[config.mk]
export PLATFORM = sky130hd
export DESIGN_NAME = host_io_top
export DESIGN_NICKNAME = d
export VERILOG_FILES = /design/src/verilog/host_io_pkg.sv /design/src/verilog/host_perf_pkg.sv /design/src/verilog/host_cfg_regs.sv /design/src/verilog/host_cmd_decode.sv /design/src/verilog/host_io_top.sv /design/src/verilog/host_perf_counters.sv /design/src/verilog/host_watchdog.sv
export VERILOG_INCLUDE_DIRS = /design/src /design/src/include
export SDC_FILE = /design/constraint.sdc
export NUM_CORES = 1
export LEC_CHECK = 0
export BUFFER_PORTS_ARGS = -buffer_cell sky130_fd_sc_hd__buf_2
export CORE_MARGIN = 8
export CORE_UTILIZATION = 40
export CTS_CLUSTER_SIZE = 25
export DETAILED_ROUTE_END_ITERATION = 10
export SLEW_MARGIN = 10
export SYNTH_ARGS = -nofsm -noshare
export SYNTH_HDL_FRONTEND = slang
export SYNTH_SLANG_ARGS = --single-unit
[constraint.sdc]
create_clock -name clk_i -period 1.4 [get_ports clk_i]
set_clock_uncertainty 0.05 [all_clocks]
set_input_delay 0.14 -clock clk_i [delete_from_list [all_inputs] [get_ports clk_i]]
set_output_delay 0.14 -clock clk_i [all_outputs]
set_load 0.05 [all_outputs]
[src/include/host_params.svh]
`ifndef HOST_PARAMS_SVH
`define HOST_PARAMS_SVH

// Command and response data width
`define HOST_DATA_W 32

// Register address width
`define HOST_ADDR_W 4

// Number of mapped registers, addresses 0 up to HOST_REG_CNT-1
`define HOST_REG_CNT 6

// Trace enable bits held by the host
`define HOST_TRACE_W 8

// Commit-free cycles before the watchdog trips
`define HOST_STALL_LIMIT 64

`endif

[src/verilog/host_io_pkg.sv]
`include "host_params.svh"

package host_io_pkg;

  // Command opcode from the core
  typedef enum logic
  {
    OP_LOAD  = 1'b0,
    OP_STORE = 1'b1
  } host_op_e;

  // Register map, anything past ADDR_WD_STATUS is unmapped
  typedef enum logic [`HOST_ADDR_W-1:0]
  {
    ADDR_TRACE_EN    = `HOST_ADDR_W'(0),
    ADDR_PROFILE_EN  = `HOST_ADDR_W'(1),
    ADDR_FINISH      = `HOST_ADDR_W'(2),
    ADDR_CYCLE_CNT   = `HOST_ADDR_W'(3),
    ADDR_INSTRET_CNT = `HOST_ADDR_W'(4),
    ADDR_WD_STATUS   = `HOST_ADDR_W'(5)
  } host_addr_e;

endpackage

[src/verilog/host_perf_pkg.sv]
`include "host_params.svh"

package host_perf_pkg;

  // Profile counter value
  typedef logic [`HOST_DATA_W-1:0] perf_cnt_t;

  // Watchdog states, finished and stalled are terminal
  typedef enum logic [1:0]
  {
    WD_ARMED    = 2'd0,
    WD_FINISHED = 2'd1,
    WD_STALLED  = 2'd2
  } wd_state_e;

endpackage

[src/verilog/host_cfg_regs.sv]
`timescale 1ns/1ps

`include "host_params.svh"

module host_cfg_regs
  (
    input  logic                     clk_i,
    input  logic                     rst_n_i,
    input  logic                     trace_we_i,
    input  logic                     profile_we_i,
    input  logic                     finish_we_i,
    input  logic [`HOST_DATA_W-1:0]  wr_data_i,
    output logic [`HOST_TRACE_W-1:0] trace_en_o,
    output logic                     profile_en_o,
    output logic                     finish_o,
    output logic                     pass_o
  );

  logic finish_set;

  // Only the first finish write counts
  assign finish_set = finish_we_i && !finish_o;

  always_ff @(posedge clk_i or negedge rst_n_i)
  begin
    if (!rst_n_i)
    begin
      trace_en_o <= '0;
    end
    else if (trace_we_i)
    begin
      trace_en_o <= wr_data_i[`HOST_TRACE_W-1:0];
    end
  end

  always_ff @(posedge clk_i or negedge rst_n_i)
  begin
    if (!rst_n_i)
    begin
      profile_en_o <= 1'b0;
    end
    else if (profile_we_i)
    begin
      profile_en_o <= wr_data_i[0];
    end
  end

  // Pass code comes from bit 0 of the finish write
  always_ff @(posedge clk_i or negedge rst_n_i)
  begin
    if (!rst_n_i)
    begin
      finish_o <= 1'b0;
      pass_o   <= 1'b0;
    end
    else if (finish_set)
    begin
      finish_o <= 1'b1;
      pass_o   <= wr_data_i[0];
    end
  end

endmodule

[src/verilog/host_cmd_decode.sv]
`timescale 1ns/1ps

`include "host_params.svh"

module host_cmd_decode
  (
    input  logic                           clk_i,
    input  logic                           rst_n_i,
    input  logic                           cmd_v_i,
    input  host_io_pkg::host_op_e          cmd_op_i,
    input  host_io_pkg::host_addr_e        cmd_addr_i,
    input  logic [`HOST_DATA_W-1:0]        cmd_data_i,
    input  logic [`HOST_TRACE_W-1:0]       trace_en_i,
    input  logic                           profile_en_i,
    input  logic                           finish_i,
    input  logic                           pass_i,
    input  host_perf_pkg::perf_cnt_t       cycle_cnt_i,
    input  host_perf_pkg::perf_cnt_t       instret_cnt_i,
    input  host_perf_pkg::wd_state_e       wd_state_i,
    output logic                           trace_we_o,
    output logic                           profile_we_o,
    output logic                           finish_we_o,
    output logic [`HOST_DATA_W-1:0]        wr_data_o,
    output logic                           resp_v_o,
    output logic [`HOST_DATA_W-1:0]        resp_data_o,
    output logic                           resp_err_o
  );

  localparam logic [`HOST_ADDR_W-1:0] REG_CNT = `HOST_REG_CNT;

  logic                    is_store;
  logic                    addr_mapped;
  logic                    addr_ro;
  logic                    cmd_err;
  logic [`HOST_DATA_W-1:0] rd_data;

  assign is_store    = (cmd_op_i == host_io_pkg::OP_STORE);
  assign addr_mapped = (cmd_addr_i < REG_CNT);

  // Counters and watchdog status are read only
  assign addr_ro = (cmd_addr_i == host_io_pkg::ADDR_CYCLE_CNT)
                || (cmd_addr_i == host_io_pkg::ADDR_INSTRET_CNT)
                || (cmd_addr_i == host_io_pkg::ADDR_WD_STATUS);

  assign cmd_err = !addr_mapped || (is_store && addr_ro);

  // One strobe per store, only for writable registers
  assign trace_we_o   = cmd_v_i && is_store && (cmd_addr_i == host_io_pkg::ADDR_TRACE_EN);
  assign profile_we_o = cmd_v_i && is_store && (cmd_addr_i == host_io_pkg::ADDR_PROFILE_EN);
  assign finish_we_o  = cmd_v_i && is_store && (cmd_addr_i == host_io_pkg::ADDR_FINISH);
  assign wr_data_o    = cmd_data_i;

  // Load data as seen in the command cycle
  always_comb
  begin
    rd_data = '0;
    case (cmd_addr_i)
      host_io_pkg::ADDR_TRACE_EN:
        rd_data[`HOST_TRACE_W-1:0] = trace_en_i;
      host_io_pkg::ADDR_PROFILE_EN:
        rd_data[0] = profile_en_i;
      host_io_pkg::ADDR_FINISH:
        rd_data[1:0] = {pass_i, finish_i};
      host_io_pkg::ADDR_CYCLE_CNT:
        rd_data = cycle_cnt_i;
      host_io_pkg::ADDR_INSTRET_CNT:
        rd_data = instret_cnt_i;
      host_io_pkg::ADDR_WD_STATUS:
        rd_data[1:0] = wd_state_i;
      default:
        rd_data = '0;
    endcase
  end

  always_ff @(posedge clk_i or negedge rst_n_i)
  begin
    if (!rst_n_i)
    begin
      resp_v_o   <= 1'b0;
      resp_err_o <= 1'b0;
    end
    else
    begin
      resp_v_o   <= cmd_v_i;
      resp_err_o <= cmd_v_i && cmd_err;
    end
  end

  // Stores and errors answer with zero data
  always_ff @(posedge clk_i)
  begin
    if (cmd_v_i)
    begin
      resp_data_o <= (is_store || cmd_err) ? '0 : rd_data;
    end
  end

  a_one_strobe: assert property (@(posedge clk_i) disable iff (!rst_n_i)
    $onehot0({trace_we_o, profile_we_o, finish_we_o}));

endmodule

[src/verilog/host_io_top.sv]
`timescale 1ns/1ps

`include "host_params.svh"

module host_io_top
  (
    input  logic                     clk_i,
    input  logic                     rst_n_i,
    input  logic                     cmd_v_i,
    input  host_io_pkg::host_op_e    cmd_op_i,
    input  host_io_pkg::host_addr_e  cmd_addr_i,
    input  logic [`HOST_DATA_W-1:0]  cmd_data_i,
    output logic                     resp_v_o,
    output logic [`HOST_DATA_W-1:0]  resp_data_o,
    output logic                     resp_err_o,
    input  logic                     commit_v_i,
    output logic [`HOST_TRACE_W-1:0] trace_en_o,
    output logic                     profile_en_o,
    output logic                     finish_o,
    output logic                     pass_o,
    output logic                     stall_o
  );

  logic                      trace_we;
  logic                      profile_we;
  logic                      finish_we;
  logic [`HOST_DATA_W-1:0]   wr_data;
  host_perf_pkg::perf_cnt_t  cycle_cnt;
  host_perf_pkg::perf_cnt_t  instret_cnt;
  host_perf_pkg::wd_state_e  wd_state;

  host_cmd_decode host_cmd_decode_inst
    (
      .clk_i         (clk_i),
      .rst_n_i       (rst_n_i),
      .cmd_v_i       (cmd_v_i),
      .cmd_op_i      (cmd_op_i),
      .cmd_addr_i    (cmd_addr_i),
      .cmd_data_i    (cmd_data_i),
      .trace_en_i    (trace_en_o),
      .profile_en_i  (profile_en_o),
      .finish_i      (finish_o),
      .pass_i        (pass_o),
      .cycle_cnt_i   (cycle_cnt),
      .instret_cnt_i (instret_cnt),
      .wd_state_i    (wd_state),
      .trace_we_o    (trace_we),
      .profile_we_o  (profile_we),
      .finish_we_o   (finish_we),
      .wr_data_o     (wr_data),
      .resp_v_o      (resp_v_o),
      .resp_data_o   (resp_data_o),
      .resp_err_o    (resp_err_o)
    );

  host_cfg_regs host_cfg_regs_inst
    (
      .clk_i        (clk_i),
      .rst_n_i      (rst_n_i),
      .trace_we_i   (trace_we),
      .profile_we_i (profile_we),
      .finish_we_i  (finish_we),
      .wr_data_i    (wr_data),
      .trace_en_o   (trace_en_o),
      .profile_en_o (profile_en_o),
      .finish_o     (finish_o),
      .pass_o       (pass_o)
    );

  host_perf_counters host_perf_counters_inst
    (
      .clk_i         (clk_i),
      .rst_n_i       (rst_n_i),
      .commit_v_i    (commit_v_i),
      .profile_en_i  (profile_en_o),
      .finish_i      (finish_o),
      .cycle_cnt_o   (cycle_cnt),
      .instret_cnt_o (instret_cnt)
    );

  host_watchdog host_watchdog_inst
    (
      .clk_i      (clk_i),
      .rst_n_i    (rst_n_i),
      .commit_v_i (commit_v_i),
      .finish_i   (finish_o),
      .wd_state_o (wd_state),
      .stall_o    (stall_o)
    );

endmodule

[src/verilog/host_perf_counters.sv]
`timescale 1ns/1ps

`include "host_params.svh"

module host_perf_counters
  (
    input  logic                     clk_i,
    input  logic                     rst_n_i,
    input  logic                     commit_v_i,
    input  logic                     profile_en_i,
    input  logic                     finish_i,
    output host_perf_pkg::perf_cnt_t cycle_cnt_o,
    output host_perf_pkg::perf_cnt_t instret_cnt_o
  );

  logic cnt_en;

  // Counting stops for good once the run finishes
  assign cnt_en = profile_en_i && !finish_i;

  always_ff @(posedge clk_i or negedge rst_n_i)
  begin
    if (!rst_n_i)
    begin
      cycle_cnt_o <= '0;
    end
    else if (cnt_en)
    begin
      cycle_cnt_o <= cycle_cnt_o + 1'b1;
    end
  end

  always_ff @(posedge clk_i or negedge rst_n_i)
  begin
    if (!rst_n_i)
    begin
      instret_cnt_o <= '0;
    end
    else if (cnt_en && commit_v_i)
    begin
      instret_cnt_o <= instret_cnt_o + 1'b1;
    end
  end

  a_cnt_monotonic: assert property (@(posedge clk_i) disable iff (!rst_n_i)
    (cycle_cnt_o >= $past(cycle_cnt_o)) && (instret_cnt_o >= $past(instret_cnt_o)));

endmodule

[src/verilog/host_watchdog.sv]
`timescale 1ns/1ps

`include "host_params.svh"

module host_watchdog
  (
    input  logic                     clk_i,
    input  logic                     rst_n_i,
    input  logic                     commit_v_i,
    input  logic                     finish_i,
    output host_perf_pkg::wd_state_e wd_state_o,
    output logic                     stall_o
  );

  localparam int IDLE_W = $clog2(`HOST_STALL_LIMIT + 1);
  localparam logic [IDLE_W-1:0] IDLE_LAST = IDLE_W'(`HOST_STALL_LIMIT - 1);

  logic [IDLE_W-1:0] idle_cnt;
  logic              trip;

  // Limit is reached on this edge with no commit
  assign trip = (wd_state_o == host_perf_pkg::WD_ARMED) && !finish_i
             && !commit_v_i && (idle_cnt == IDLE_LAST);

  always_ff @(posedge clk_i or negedge rst_n_i)
  begin
    if (!rst_n_i)
    begin
      wd_state_o <= host_perf_pkg::WD_ARMED;
      idle_cnt   <= '0;
    end
    else
    begin
      case (wd_state_o)
        host_perf_pkg::WD_ARMED:
        begin
          if (finish_i)
          begin
            wd_state_o <= host_perf_pkg::WD_FINISHED;
          end
          else if (commit_v_i)
          begin
            idle_cnt <= '0;
          end
          else
          begin
            idle_cnt <= idle_cnt + 1'b1;
            if (trip)
            begin
              wd_state_o <= host_perf_pkg::WD_STALLED;
            end
          end
        end
        // Terminal states
        default:
          wd_state_o <= wd_state_o;
      endcase
    end
  end

  // Sticky stall flag
  always_ff @(posedge clk_i or negedge rst_n_i)
  begin
    if (!rst_n_i)
    begin
      stall_o <= 1'b0;
    end
    else if (trip)
    begin
      stall_o <= 1'b1;
    end
  end

  a_no_stall_finished: assert property (@(posedge clk_i) disable iff (!rst_n_i)
    !(stall_o && (wd_state_o == host_perf_pkg::WD_FINISHED)));

endmodule
==> flow_metrics.env <==
export IMPL_fin_util=0.597
export IMPL_ios=87
export IMPL_grt_overflow=0
export IMPL_cts_tree="yes"
export IMPL_cts_buffers=17
export IMPL_async_flop_share=0.731
export IMPL_yosys_warnings=0
export IMPL_drt_first_iter_violations=284
export IMPL_yosys_most_used_dff="dfrtp_1"
export IMPL_layout_common_cells="buf_4 (100), dfrtp_1 (84), buf_2 (59)"
export IMPL_yosys_area_share_simple=0.195
export IMPL_synth_nets=518
export IMPL_violations="negative setup slack"
export IMPL_grt_pass1_vias=4663
export IMPL_die_area_sq_um=17900
export IMPL_timing_slew_headroom=0.721
export IMPL_die_w_um=134
export IMPL_status="complete, but fails checks"
export IMPL_io_buffers=62
export IMPL_avgViaCountPerCell=5.07
export IMPL_placed_area_sq_um=7010
export IMPL_synth_top_cell_area_share=0.392
export IMPL_design_core_area_sq_um=13700
export IMPL_hpwl_mm=9.62
export IMPL_holdWs_ns=0.0289
export IMPL_syn2layout_area_growth_pct=47.7
export IMPL_root_buffer="clkbuf_16"
export IMPL_grt_max_degree=41
export IMPL_syn_area_sq_um=5550
export IMPL_vias=4379
export IMPL_synthTopCellsByArea="dfrtp_1 (39%), edfxtp_1 (17%), xnor2_1 (8.0%), a22oi_1 (3.4%), nand4_1 (3.3%)"
export IMPL_hold_viol=0
export IMPL_synth_cells=474
export IMPL_rows=43
export IMPL_clock_latency_ns=0.41
export IMPL_drive_gt1_frac=0.442
export IMPL_gp_congestion=0.827
export IMPL_cp_max_fo=8
export IMPL_clockBufferDepth=2
export IMPL_initial_core_util=0.405
export IMPL_path_clk_slew_ns=0.06
export IMPL_drv_slew=0
export IMPL_synth_distinct_cells=48
export IMPL_power_leakage_nw=3.65
export IMPL_synthXorXnorAreaFrac=0.0978
export IMPL_fp_dieH_um=134
export IMPL_synth_edf_count=32
export IMPL_synth_top_family_by_area="simple AND/OR/NAND/NOR gates"
export IMPL_cts_sinks=119
export IMPL_muxShareOfSynthArea=0.0334
export IMPL_crit_type="flip-flop to flip-flop"
export IMPL_tightest_slew_ns=0.419
export IMPL_tns_ns=-5.50
export IMPL_critPathRequiredTime_ns=1.65
export IMPL_ys_ff_latch=119
export IMPL_synthAdderAreaFrac=0.00676
export IMPL_avgSynthCellArea_sq_um=11.7
export IMPL_synth_compound_area_frac=0.0683
export IMPL_route_detailed_drc=0
export IMPL_antenna_found_initial=0
export IMPL_rsz0062_at_grt="yes"
export IMPL_cp_start_kind="flip-flop"
export IMPL_peakVddDrop_v=0.000741
export IMPL_total_power_mw=8.87
export IMPL_end_kind="flip-flop"
export IMPL_maxCapViolCount=0
export IMPL_detail_route_wl_per_cell_um=16.1
export IMPL_yosysTopAreaCell="dfrtp_1"
export IMPL_finalWirelength_mm=13.9
export IMPL_grt_pass1_wl_mm=22.9
export IMPL_synth_seq_area_share=0.565
export IMPL_stdcell_area_sq_um=8200
export IMPL_fin_nets=714
export IMPL_layout_commonest_cell="buf_4"
export IMPL_antenna_cells=0
export IMPL_powerDensity_nw_per_um2=1080
export IMPL_max_freq_mhz=637
export IMPL_min_path_type="primary input to flip-flop"
export IMPL_timing_final_crit_share=1.12
export IMPL_setup_ws_ns=-0.170
export IMPL_cts_max_level=4
export IMPL_ant_nets=0
export IMPL_arrival_ns=1.82
export IMPL_grt_use_total=0.161
export IMPL_fin_crit_ns=1.57
export IMPL_setup_viol=62
export IMPL_first_pass_iters=5
## critical path: stages (launching register included)
cell and delay (ns):
dfrtp_2 0.42, buf_6 0.11, nor2b_4 0.18, and4_4 0.26, buf_8 0.14, nand4_1 0.14
xnor2_1 0.15
## where the power goes
part | internal [mW] | total (mW) | switching (mW)
Clock | 2.70 | 4.25 | 1.55
Combinational | 0.264 | 0.878 | 0.614
Sequential | 3.67 | 3.74 | 0.0656
## sequential cells by signal, summed over array words and instances (netlist names)
name and cells:
host_cmd_decode_inst.resp_err_o 1, host_cfg_regs_inst.profile_en_o 1, host_cfg_regs_inst.trace_en_o 8, host_perf_counters_inst.cycle_cnt_o 32, host_perf_counters_inst.instret_cnt_o 32, host_cfg_regs_inst.finish_o 1
host_watchdog_inst.idle_cnt 7, host_watchdog_inst.stall_o 1, host_cmd_decode_inst.resp_data_o 32, host_watchdog_inst.wd_state_o 2, host_cmd_decode_inst.resp_v_o 1, host_cfg_regs_inst.pass_o 1
## final cells by class
class                           count  area, sq um
Clock buffer                       23          500
Clock inverter                      9         88.8
Fill cell                        1105         5520
Inverter                           11         41.3
Multi-Input combinational cell    320         2590
Sequential cell                   119         3140
Tap cell                          180          225
Timing Repair Buffer              201         1610
## cell usage after synthesis (3+ instances only)
cell type and instances:
nand4_1 29, dfrtp_1 87, edfxtp_1 32, nor2_1 44
clkbuf_1 3, mux2i_1 5, ha_1 3, buf_6 3
inv_1 11, a21oi_1 4, o21ai_0 8, and4_1 5
a22oi_1 25, and3_1 12, nor3_1 11, nor4_1 7
buf_2 14, a222oi_1 6, xnor2_1 51, or2_2 3
nand2_1 26, nand3_1 27, xor2_1 11, mux2_2 12
buf_4 4
## metal layers
metal / vias up / part of all wire / global-route usage
li1: 2118 / - / -
met1: 2161 / 0.43 / 0.186
met2: 78 / 0.51 / 0.275
met3: 22 / 0.039 / 0.0438
met4: 0 / 0.022 / 0.0724
met5: - / 0 / 0
## metrics by stage
stage | instances | setup slack (ns)
2_1_floorplan | 474 | -0.273
3_3_place_gp | 803 | -0.141
3_5_place_dp | 803 | -0.192
4_1_cts | 857 | -0.160
5_1_grt | 863 | -0.248
6_report | 863 | -0.170
## kinds of logic (layout without fill, tap and decap cells)
family	after synthesis	after routing
muxes	17	17
and+or+nand+nor	186	186
AOI/OAI and AO/OA	52	52
adders and majority gates	3	3
DFF	119	119
buffers and inverters	35	244
xor gates and xnor gates	62	62
## timing repair
| action | CTS | global route |
|---|---|---|
| gates cloned | 2 | 0 |
| setup endpoints to repair | 62 | 68 |
| hold buffers | 9 | 0 |
| setup buffers | 13 | 6 |
| resized for setup | 45 | 36 |
| pin swaps | 40 | 25 |
| endpoints found under the hold margin | 97 | 0 |
## path summary, 6_finish.rpt
check	startpoint	to	slack, ns	cells after the start
max	host_cfg_regs_inst.profile_en_o	host_perf_counters_inst.cycle_cnt_o[31]	-0.17	6
min	cmd_op_i	host_cmd_decode_inst.resp_data_o[1]	0.03	2
max reg2reg	host_cfg_regs_inst.profile_en_o	host_perf_counters_inst.cycle_cnt_o[31]	-0.17	6
min reg2reg	host_watchdog_inst.stall_o	host_watchdog_inst.stall_o	0.42	1
max in group asynchronous	rst_n_i	host_perf_counters_inst.cycle_cnt_o[5]	0.66	3
min in group asynchronous	rst_n_i	host_cfg_regs_inst.trace_en_o[0]	0.10	2
Power figures use the tool's default switching activity.
